`src/hdl/rv_core_pkg.sv`:
```
package rv_core_pkg;

    localparam int xlen       = 32;
    localparam int reg_addr_w = 5;

    localparam logic [xlen-1:0] reset_pc = '0;

    typedef logic [xlen-1:0]       word_t;
    typedef logic [reg_addr_w-1:0] reg_idx_t;

    // RV32I major opcodes that the core executes
    typedef enum logic [6:0] {
        op_reg    = 7'b0110011,
        op_imm    = 7'b0010011,
        op_load   = 7'b0000011,
        op_store  = 7'b0100011,
        op_branch = 7'b1100011,
        op_jal    = 7'b1101111,
        op_jalr   = 7'b1100111,
        op_lui    = 7'b0110111,
        op_auipc  = 7'b0010111
    } opcode_e;

    typedef enum logic [3:0] {
        alu_add,
        alu_sub,
        alu_sll,
        alu_slt,
        alu_sltu,
        alu_xor,
        alu_srl,
        alu_sra,
        alu_or,
        alu_and
    } alu_op_e;

    typedef enum logic [2:0] {
        st_fetch,
        st_decode,
        st_execute,
        st_memory,
        st_writeback
    } state_e;

    // Decoded control word, valid for as long as IR holds the instruction
    typedef struct packed {
        alu_op_e  alu_op;
        logic     reg_write;
        logic     mem_read;
        logic     mem_write;
        logic     use_imm;   // B operand is the immediate
        logic     branch;
        logic     jump;
        logic     jalr;
        logic     lui;
        logic     auipc;
        reg_idx_t rd;
    } ctrl_t;

    typedef struct packed {
        word_t a;
        word_t b;
        word_t imm;
    } operands_t;

    typedef struct packed {
        logic  read;
        logic  write;
        word_t addr;
        word_t wdata;
    } dmem_req_t;

endpackage
```
`src/hdl/rv_core.sv`:
```
`timescale 1ns/100ps

module rv_core
    import rv_core_pkg::*;
(
    input  logic      clk,
    input  logic      reset,
    output word_t     imem_addr,
    input  word_t     imem_data,
    output dmem_req_t dmem_req,
    input  word_t     dmem_rdata
);

    state_e    state;
    ctrl_t     ctrl;
    operands_t operands;
    logic      ir_load;
    logic      operand_load;
    logic      alu_load;
    logic      mdr_load;
    logic      mem_enable;
    logic      reg_write_en;
    logic      redirect;
    word_t     target;
    word_t     instr;
    word_t     instr_pc;
    word_t     pc;
    word_t     alu_out;
    word_t     wb_data;

    rv_control_fsm u_fsm (
        .clk          (clk),
        .reset        (reset),
        .ctrl         (ctrl),
        .state        (state),
        .ir_load      (ir_load),
        .operand_load (operand_load),
        .alu_load     (alu_load),
        .mdr_load     (mdr_load),
        .mem_enable   (mem_enable),
        .reg_write_en (reg_write_en)
    );

    rv_fetch_stage u_fetch (
        .clk       (clk),
        .reset     (reset),
        .ir_load   (ir_load),
        .redirect  (redirect),
        .target    (target),
        .imem_addr (imem_addr),
        .imem_data (imem_data),
        .instr     (instr),
        .instr_pc  (instr_pc),
        .pc        (pc)
    );

    rv_decode_stage u_decode (
        .clk          (clk),
        .reset        (reset),
        .instr        (instr),
        .operand_load (operand_load),
        .reg_write_en (reg_write_en),
        .wb_data      (wb_data),
        .ctrl         (ctrl),
        .operands     (operands)
    );

    rv_execute_stage u_execute (
        .clk      (clk),
        .reset    (reset),
        .alu_load (alu_load),
        .state    (state),
        .ctrl     (ctrl),
        .operands (operands),
        .funct3   (instr[14:12]),
        .instr_pc (instr_pc),
        .alu_out  (alu_out),
        .redirect (redirect),
        .target   (target)
    );

    rv_memory_stage u_memory (
        .clk        (clk),
        .reset      (reset),
        .mem_enable (mem_enable),
        .mdr_load   (mdr_load),
        .ctrl       (ctrl),
        .alu_out    (alu_out),
        .store_data (operands.b),
        .pc         (pc),
        .dmem_req   (dmem_req),
        .dmem_rdata (dmem_rdata),
        .wb_data    (wb_data)
    );

endmodule

```
`src/hdl/rv_memory_stage.sv`:
```
`timescale 1ns/100ps

module rv_memory_stage
    import rv_core_pkg::*;
(
    input  logic      clk,
    input  logic      reset,
    input  logic      mem_enable,
    input  logic      mdr_load,
    input  ctrl_t     ctrl,
    input  word_t     alu_out,
    input  word_t     store_data,
    input  word_t     pc,
    output dmem_req_t dmem_req,
    input  word_t     dmem_rdata,
    output word_t     wb_data
);

    word_t mdr;

    assign dmem_req.read  = mem_enable && ctrl.mem_read;
    assign dmem_req.write = mem_enable && ctrl.mem_write;
    assign dmem_req.addr  = alu_out;
    assign dmem_req.wdata = store_data;   // rs2 from the B register

    always_ff @(posedge clk or posedge reset) begin
        if (reset) begin
            mdr <= '0;
        end else if (mdr_load) begin
            mdr <= dmem_rdata;
        end
    end

    always_comb begin
        if (ctrl.mem_read) begin
            wb_data = mdr;
        end else if (ctrl.jump) begin
            wb_data = pc;         // Link value
        end else begin
            wb_data = alu_out;
        end
    end

    a_no_read_and_write: assert property (@(posedge clk) disable iff (reset)
        !(dmem_req.read && dmem_req.write));

    // Strobes last one cycle
    a_write_single_cycle: assert property (@(posedge clk) disable iff (reset)
        dmem_req.write |=> !dmem_req.write);

endmodule

```
`src/hdl/rv_execute_stage.sv`:
```
`timescale 1ns/100ps

module rv_execute_stage
    import rv_core_pkg::*;
(
    input  logic       clk,
    input  logic       reset,
    input  logic       alu_load,
    input  state_e     state,
    input  ctrl_t      ctrl,
    input  operands_t  operands,
    input  logic [2:0] funct3,
    input  word_t      instr_pc,
    output word_t      alu_out,
    output logic       redirect,
    output word_t      target
);

    word_t op_a;
    word_t op_b;
    word_t alu_result;
    word_t jalr_sum;
    logic  taken;

    always_comb begin
        if (ctrl.auipc) begin
            op_a = instr_pc;
        end else if (ctrl.lui) begin
            op_a = '0;
        end else begin
            op_a = operands.a;
        end
    end

    assign op_b = ctrl.use_imm ? operands.imm : operands.b;

    always_comb begin
        case (ctrl.alu_op)
            alu_add:  alu_result = op_a + op_b;
            alu_sub:  alu_result = op_a - op_b;
            alu_sll:  alu_result = op_a << op_b[4:0];
            alu_slt:  alu_result = word_t'($signed(op_a) < $signed(op_b));
            alu_sltu: alu_result = word_t'(op_a < op_b);
            alu_xor:  alu_result = op_a ^ op_b;
            alu_srl:  alu_result = op_a >> op_b[4:0];
            alu_sra:  alu_result = word_t'($signed(op_a) >>> op_b[4:0]);
            alu_or:   alu_result = op_a | op_b;
            alu_and:  alu_result = op_a & op_b;
            default:  alu_result = '0;
        endcase
    end

    // Branch conditions always compare rs1 against rs2
    always_comb begin
        case (funct3)
            3'b000:  taken = (operands.a == operands.b);
            3'b001:  taken = (operands.a != operands.b);
            3'b100:  taken = ($signed(operands.a) < $signed(operands.b));
            3'b101:  taken = ($signed(operands.a) >= $signed(operands.b));
            3'b110:  taken = (operands.a < operands.b);
            3'b111:  taken = (operands.a >= operands.b);
            default: taken = 1'b0;
        endcase
    end

    assign jalr_sum = operands.a + operands.imm;
    assign target   = ctrl.jalr ? {jalr_sum[31:1], 1'b0} : instr_pc + operands.imm;
    assign redirect = (state == st_execute) && (ctrl.jump || (ctrl.branch && taken));

    always_ff @(posedge clk or posedge reset) begin
        if (reset) begin
            alu_out <= '0;
        end else if (alu_load) begin
            alu_out <= alu_result;
        end
    end

endmodule

```
`src/hdl/rv_decode_stage.sv`:
```
`timescale 1ns/100ps

module rv_decode_stage
    import rv_core_pkg::*;
(
    input  logic      clk,
    input  logic      reset,
    input  word_t     instr,
    input  logic      operand_load,
    input  logic      reg_write_en,
    input  word_t     wb_data,
    output ctrl_t     ctrl,
    output operands_t operands
);

    opcode_e  opcode;
    logic     [2:0] funct3;
    reg_idx_t rs1;
    reg_idx_t rs2;
    alu_op_e  alu_sel;
    word_t    imm;
    word_t    regs [32];

    assign opcode = opcode_e'(instr[6:0]);
    assign funct3 = instr[14:12];
    assign rs1    = instr[19:15];
    assign rs2    = instr[24:20];

    // Shared by register and immediate forms; sub only exists for op_reg
    always_comb begin
        case (funct3)
            3'b000:  alu_sel = (opcode == op_reg && instr[30]) ? alu_sub : alu_add;
            3'b001:  alu_sel = alu_sll;
            3'b010:  alu_sel = alu_slt;
            3'b011:  alu_sel = alu_sltu;
            3'b100:  alu_sel = alu_xor;
            3'b101:  alu_sel = instr[30] ? alu_sra : alu_srl;
            3'b110:  alu_sel = alu_or;
            default: alu_sel = alu_and;
        endcase
    end

    always_comb begin
        ctrl        = '0;
        ctrl.alu_op = alu_add;
        case (opcode)
            op_reg: begin
                ctrl.alu_op    = alu_sel;
                ctrl.reg_write = 1'b1;
            end
            op_imm: begin
                ctrl.alu_op    = alu_sel;
                ctrl.reg_write = 1'b1;
                ctrl.use_imm   = 1'b1;
            end
            op_load: begin
                ctrl.reg_write = 1'b1;
                ctrl.mem_read  = 1'b1;
                ctrl.use_imm   = 1'b1;
            end
            op_store: begin
                ctrl.mem_write = 1'b1;
                ctrl.use_imm   = 1'b1;
            end
            op_branch: ctrl.branch = 1'b1;
            op_jal: begin
                ctrl.jump      = 1'b1;
                ctrl.reg_write = 1'b1;
            end
            op_jalr: begin
                ctrl.jump      = 1'b1;
                ctrl.jalr      = 1'b1;
                ctrl.reg_write = 1'b1;
            end
            op_lui: begin
                ctrl.lui       = 1'b1;
                ctrl.use_imm   = 1'b1;
                ctrl.reg_write = 1'b1;
            end
            op_auipc: begin
                ctrl.auipc     = 1'b1;
                ctrl.use_imm   = 1'b1;
                ctrl.reg_write = 1'b1;
            end
            default: ctrl.alu_op = alu_add;   // Unsupported opcode runs as a no-op
        endcase
        if (ctrl.reg_write) begin
            ctrl.rd = instr[11:7];
        end
    end

    // Immediate formats
    always_comb begin
        case (opcode)
            op_imm, op_load, op_jalr: imm = {{20{instr[31]}}, instr[31:20]};
            op_store:  imm = {{20{instr[31]}}, instr[31:25], instr[11:7]};
            op_branch: imm = {{20{instr[31]}}, instr[7], instr[30:25], instr[11:8], 1'b0};
            op_jal:    imm = {{12{instr[31]}}, instr[19:12], instr[20], instr[30:21], 1'b0};
            op_lui, op_auipc: imm = {instr[31:12], 12'b0};
            default:   imm = '0;
        endcase
    end

    // Register file, x0 never written
    always_ff @(posedge clk or posedge reset) begin
        if (reset) begin
            for (int i = 0; i < 32; i++) begin
                regs[i] <= '0;
            end
        end else if (reg_write_en && ctrl.reg_write && ctrl.rd != '0) begin
            regs[ctrl.rd] <= wb_data;
        end
    end

    always_ff @(posedge clk or posedge reset) begin
        if (reset) begin
            operands <= '0;
        end else if (operand_load) begin
            operands.a   <= regs[rs1];
            operands.b   <= regs[rs2];
            operands.imm <= imm;
        end
    end

    a_x0_reads_zero: assert property (@(posedge clk) disable iff (reset)
        (operand_load && rs1 == '0) |=> (operands.a == '0));

endmodule

```
`src/hdl/rv_fetch_stage.sv`:
```
`timescale 1ns/100ps

module rv_fetch_stage
    import rv_core_pkg::*;
(
    input  logic  clk,
    input  logic  reset,
    input  logic  ir_load,
    input  logic  redirect,
    input  word_t target,
    output word_t imem_addr,
    input  word_t imem_data,
    output word_t instr,
    output word_t instr_pc,
    output word_t pc
);

    word_t pc_q;
    word_t ir_q;
    word_t instr_pc_q;
    word_t pc_plus4;

    assign pc_plus4 = pc_q + word_t'(4);

    always_ff @(posedge clk or posedge reset) begin
        if (reset) begin
            pc_q       <= reset_pc;
            ir_q       <= '0;
            instr_pc_q <= '0;
        end else if (ir_load) begin
            ir_q       <= imem_data;
            instr_pc_q <= pc_q;       // Address of the instruction just fetched
            pc_q       <= pc_plus4;
        end else if (redirect) begin
            pc_q <= target;
        end
    end

    assign imem_addr = pc_q;
    assign instr     = ir_q;
    assign instr_pc  = instr_pc_q;

    // Sequential successor, unaffected by a later redirect
    assign pc = instr_pc_q + word_t'(4);

    a_pc_aligned: assert property (@(posedge clk) disable iff (reset)
        pc_q[1:0] == 2'b00);

endmodule

```
`src/hdl/rv_control_fsm.sv`:
```
`timescale 1ns/100ps

module rv_control_fsm
    import rv_core_pkg::*;
(
    input  logic   clk,
    input  logic   reset,
    input  ctrl_t  ctrl,
    output state_e state,
    output logic   ir_load,
    output logic   operand_load,
    output logic   alu_load,
    output logic   mdr_load,
    output logic   mem_enable,
    output logic   reg_write_en
);

    state_e next_state;

    always_ff @(posedge clk or posedge reset) begin
        if (reset) begin
            state <= st_fetch;
        end else begin
            state <= next_state;
        end
    end

    always_comb begin
        next_state = st_fetch;
        case (state)
            st_fetch:  next_state = st_decode;
            st_decode: next_state = st_execute;
            st_execute: begin
                if (ctrl.mem_read || ctrl.mem_write) begin
                    next_state = st_memory;
                end else if (ctrl.reg_write) begin
                    next_state = st_writeback;
                end else begin
                    next_state = st_fetch;   // Branches and no-ops end here
                end
            end
            st_memory:    next_state = ctrl.mem_read ? st_writeback : st_fetch;
            st_writeback: next_state = st_fetch;
            default:      next_state = st_fetch;
        endcase
    end

    // One strobe per state
    assign ir_load      = (state == st_fetch);
    assign operand_load = (state == st_decode);
    assign alu_load     = (state == st_execute);
    assign mem_enable   = (state == st_memory);
    assign mdr_load     = (state == st_memory) && ctrl.mem_read;
    assign reg_write_en = (state == st_writeback);

    a_state_legal: assert property (@(posedge clk) disable iff (reset)
        state inside {st_fetch, st_decode, st_execute, st_memory, st_writeback});

    // Memory cycle only for a decoded load or store
    a_memory_has_access: assert property (@(posedge clk) disable iff (reset)
        (state == st_memory) |-> (ctrl.mem_read || ctrl.mem_write));

endmodule

```
`config.mk`:
```
export PLATFORM = sky130hd
export DESIGN_NAME = rv_core
export DESIGN_NICKNAME = d
export VERILOG_FILES = /design/src/hdl/rv_core_pkg.sv /design/src/hdl/rv_core.sv /design/src/hdl/rv_memory_stage.sv /design/src/hdl/rv_execute_stage.sv /design/src/hdl/rv_decode_stage.sv /design/src/hdl/rv_fetch_stage.sv /design/src/hdl/rv_control_fsm.sv
export SDC_FILE = /design/constraint.sdc
export NUM_CORES = 2
export LEC_CHECK = 0
export BUFFER_PORTS_ARGS = -buffer_cell sky130_fd_sc_hd__buf_2
export CORE_MARGIN = 2
export CORE_UTILIZATION = 45
export CTS_BUF_LIST = sky130_fd_sc_hd__clkbuf_4
export DETAILED_ROUTE_END_ITERATION = 16
export PLACE_DENSITY_LB_ADDON = 0.08
export SETUP_SLACK_MARGIN = 0.2
export SLEW_MARGIN = 5
export SYNTH_ARGS = -nofsm -noshare
export SYNTH_HDL_FRONTEND = slang
export SYNTH_SLANG_ARGS = --single-unit
```
`constraint.sdc`:
```
create_clock -name clk -period 47.9 [get_ports clk]
set_input_delay 11.975 -clock clk [delete_from_list [all_inputs] [get_ports clk]]
set_output_delay 11.975 -clock clk [all_outputs]
set_load 0.05 [all_outputs]
```
* Yosys cells after proc, flatten, opt, wreduce, memory -nomap -nowiden
Cells that the tools add are included.
** Word-level totals
- Register bits after elaboration :: 1283
- Bits in latches :: 0
- Memory bits (writable) :: 0
- Bits in read-only memories :: 0
- Bits of input ports :: 66
- Output and inout port bits :: 98
- Word-level logic and storage cells :: 156
- Memories :: 0
** Cells by class
- $add $sub $neg :: 6
- Multiply operators :: 0
- Div/mod/pow operators :: 0
- $lt $le $gt $ge :: 10
- Equal/unequal tests :: 31
- Shift operators :: 3
- Multiplexer cells :: 38
- Bitwise operators :: 6
- Reductions and logical operators :: 21
** Operators by type and width (number)
- $bwmux W1024 :: 1
- $mux W32 :: 13
- $bmux W32 S5 :: 2
- $pmux W32 S10 :: 1
- $demux W32 S5 :: 1
- $pmux W32 S5 :: 1
- $lt A32 B32 Y1 :: 4
- $add A32 B32 Y32 :: 3
- $add A32 B3 Y32 const B :: 2
- $ge A32 B32 Y1 :: 2
- $and A32 B32 Y32 :: 1
- $eq A32 B32 Y1 :: 1
- $ne A32 B32 Y1 :: 1
- $or A32 B32 Y32 :: 1
- $shl A32 B5 Y32 :: 1
- $shr A32 B5 Y32 :: 1
- $sshr A32 B5 Y32 :: 1
- $sub A32 B32 Y32 :: 1
- $xor A32 B32 Y32 :: 1
- $pmux W4 S7 :: 1
- $eq A7 B6 Y1 const B :: 3
- $eq A7 B7 Y1 const B :: 3
- $ge A6 B6 Y1 const B :: 3
- $not A5 Y6 :: 3
- 26 further kinds :: 63

* Logic depth before layout (Yosys ltp)
- Word-level depth :: 10
- Mapped depth :: 22
- Mapped depth without buffers :: 17

* Modules after synthesis
From an unflattened synthesis, not the netlist that was laid out.
** Second synthesis, totals
- Cells, all modules :: 6574
- Area, all modules :: 79812.8 sq um
** By module, submodules not included
- rv_decode_stage :: times used 1, cells each 3727, area each 57315.0 sq um, sequential area each 28026.9 sq um
- rv_execute_stage :: times used 1, cells each 2124, area each 14780.4 sq um, sequential area each 800.8 sq um
- rv_fetch_stage :: times used 1, cells each 461, area each 4996.0 sq um, sequential area each 2402.3 sq um
- rv_memory_stage :: times used 1, cells each 242, area each 2548.7 sq um, sequential area each 800.8 sq um
- rv_control_fsm :: times used 1, cells each 20, area each 172.7 sq um, sequential area each 75.1 sq um

* Least setup slack after synthesis
No wires, ideal clock.
- Path kind :: register -> output
- From :: reg u_fetch.ir_q[3] (netlist: u_fetch.instr[3])
- To :: out dmem_req[65] (netlist bit)
- Arrival time :: 2.496 ns
- Data required time :: 35.925 ns
- Setup slack :: 33.429 ns
- Cell stages (with the launch flop) :: 9
- Path buffers :: 5
- Path through :: dfrtp_1 > nand4bb_1 > buf_2 > or3_1 > buf_4 > buf_4 > nor3_1 > clkbuf_1 > buf_4
** On the way
- Longest elaborated chain between the ends :: 3
** Ends and longest elaborated chain
- start: declaration :: line rv_fetch_stage.sv:19 : word_t ir_q;
- start signal: assignment :: line rv_fetch_stage.sv:31 : ir_q <= imem_data;
- $eq A7 B2 Y1 :: line rv_decode_stage.sv:46 : case (opcode)
- $mux W1 :: line rv_decode_stage.sv:46
- $logic_and A1 B1 Y1
- end: declaration :: line rv_core.sv:10 : output dmem_req_t dmem_req,
No other way between the ends.

==> reports/qor.txt <==
async set-reset flop share out of synthesis: 100%
Synth-to-Final Area Change: 9.18%
Power Internal: 2.07 mW
vias in the first global route: 61,400
syn nets: 7,830
Root Driver: clkbuf_4
Clock Power Share: 27.2%
Slew HR: 6.11%
Seq/Total Area, Yosys: 42.0%
most frequent cells in the layout: 1,323 x nand2_1, 1,273 x dfrtp_1, 1,092 x o21ai_0
CP Launch Type: flop
Congestion Overflow GR: 0
Worst Path Max Fanout: 34
CP arrival: 4.27 ns
H-tree depth: 5
outcome: finished clean
placed cell count: 9,408
clock latency on the worst-skew pair: 1.45 ns
Die X-Extent: 416 µm
Netlist Area Pre-Place: 76,400 µm²
Hold Fails Final Rpt: 0
Synth Instances: 7,568
total CTS buffers: 370
clk buf depth: 4
core area: 169,000 µm²
floorplan row count: 151
IO Pins: 164
final setup fails: 0
RSZ-0062 raised after global routing: false
Sw Ratio: 44.2%
layout cells sized above 1: 21.5%
Total Neg Setup Slack: 0 ns
post-synth top area cell: dfrtp_1
CP Cell Sequence: nand4bb_1, or3_1, nor3_2, buf_4, buf_2
Hold Buf Count CTS: 0
clock sinks: 1,283
power per standard cell area: 44.6 nW/µm²
flops & latches, synth: 1,283
Post-Route WL: 307,000 µm
gr usage total: 35.4%
Crit path required time: 35.92 ns
first-pass GRT wire length: 443,000 µm
Routed Antenna Nets: 0
Tcrit/Tclk final: 33.9%
Avg Cell Area, Syn: 10.1 µm²
Initial Utilization: 45.2%
Worst path max stage delay: 0.64 ns
post-CTS setup buffer count: 0
Synth Flop Type: dfrtp_1
Seq pwr share: 35.3%
total number of yosys warnings: 0
antenna violations before repair: 22
Max Cap Viol: 0
Netlist cell types: 91
Initial DRT Pass Iterations: 6
crit path capture type: output port
Routed WL per cell: 30.6 µm
die height: 416 µm
pin count of the biggest net entering global routing: 164
Final Non-Filler Cells: 10,000
Worst Hold Class: reg2reg
mean number of vias per cell: 6.29
Peak VDD IR: 0.0000387 V
Post-synth EDFFs: 0
slowest CP cell: nand4bb_1
Via Count: 63,200
worst slew pin tran: 1.37 ns
I/O Buffers: 163
clk_skew: 0.184 ns
Final Max Tran Viols: 0
DRT iter0 DRCs: 6,667
slack of the critical path: 31.65 ns
Fillers: 15,800
crit path buf inv count: 2
combinational share of power: 37.5%
Detail Placement HPWL: 202,000 µm
Crit path max-delay family: simple AND/OR/NAND/NOR gates
fmax: 0.0616 GHz
routability cong.: 1.02
Die Area: 173,000 µm²
switching pwr: 1.65 mW
Tmin final: 16.25 ns
Area contributors post-synth: dfrtp_1 42%, mux4_2 19%, o21ai_0 7.2%
CTS tree: built
Pleak: 36.6 nW
post-CTS sizing: 0
layout net count: 7,824
most common cell after layout, fill and taps aside: nand2_1
Clock transition at path regs: 0.08 ns
Post-Place Worst Slack: 30.37 ns
Post-route DRC: 0
Setup CP Type: reg2out
post-synth top area share: 42.0%
-- cells in the mapped netlist (13+ instances only) --
cell type,number
nand3_1,171
ha_1,192
a21o_1,91
inv_1,146
mux2i_1,125
nor2b_1,46
o21ai_0,1094
nor3_1,52
buf_4,46
o221ai_1,21
nand2b_1,21
nor4_1,14
o21a_1,21
xnor2_1,64
a21oi_1,436
mux2_2,43
o32a_1,13
buf_2,29
o21bai_1,26
and3_1,44
clkbuf_1,542
o22ai_1,23
nand2_1,1349
nor2_1,422
a211oi_1,59
buf_1,89
o31ai_1,19
dfrtp_1,1283
a221oi_1,29
o21ai_1,39
mux4_2,642
a31oi_1,43
or3_1,18
xor2_1,43
nand4_1,30
o211ai_1,49
-- kinds of logic after synthesis --
kind of cell / synth area share, %
fa+ha+maj: 3.25
mux: 21.2
compound gates: 15.6
buf+inv: 4.50
simple gates: 12.2
flops: 42.0
xor+xnor: 1.23
-- power groups by stage --
stage / clock network (mW) / registers [mW] / logic (mW)
finish: 1.01 / 1.31 / 1.39
global route: 1.09 / 1.32 / 1.45
CTS: 1.04 / 1.31 / 1.38
detailed placement: 0 / 1.33 / 1.37
global placement: 0 / 1.33 / 1.38
floorplan: 0 / 1.28 / 0.877
-- worst paths after layout --
| check | start | to | slack, ns | cells past startpoint |
|---|---|---|---|---|
| max | u_fetch.instr[3] | dmem_req[65] | 31.65 | 5 |
| max in group asynchronous | reset | u_decode.regs[999] | 31.88 | 8 |
| max reg2reg | u_fetch.instr[3] | u_execute.alu_out[22] | 40.83 | 18 |
| min | u_decode.regs[997] | u_decode.regs[997] | 0.40 | 0 |
| min in group asynchronous | reset | u_fetch.instr_pc[29] | 10.73 | 2 |
| min reg2reg | u_decode.regs[997] | u_decode.regs[997] | 0.40 | 0 |
-- layout make-up --
cell class	count	area [µm²]	area share, %
clock inverters	95	420	0.504
flip-flops and latches	1283	32100	38.5
clock buffers	529	3970	4.76
inverters	151	571	0.684
diodes	16	40.0	0.0480
repair buffers	329	2140	2.56
multi-input cells	5427	41400	49.6
well taps	2218	2780	3.33
-- metrics by stage --
step                      area (µm²)  total power [mW]  util (%)  hold slack (ns)
after floorplan                76400              2.16         -            0.441
after global placement         79000              2.71      46.7            0.376
after detailed placement       79000              2.71      46.7            0.383
after CTS                      83400              3.73      49.3            0.396
after global routing           83400              3.87      49.3            0.408
final                          83400              3.72      49.3            0.396
-- flip-flops by register name (all words and copies together), names as in the netlist --
register and count:
u_decode.operands 96, u_decode.regs 1024, u_execute.alu_out 32, u_fetch.imem_addr 32, u_fetch.instr 32, u_fetch.instr_pc 32
u_fsm.state 3, u_memory.mdr 32
-- metal layers --
layer	track usage (%)	wire, µm	part of all wire (%)	up-vias
met4	20.5	19700	6.4	16
met2	54.3	140000	45	2869
met3	7.06	23100	7.5	759
li1	-	-	-	27700
met1	46.9	125000	41	31800
met5	0	104	0.034	-
(Power assumes the default switching activity.)
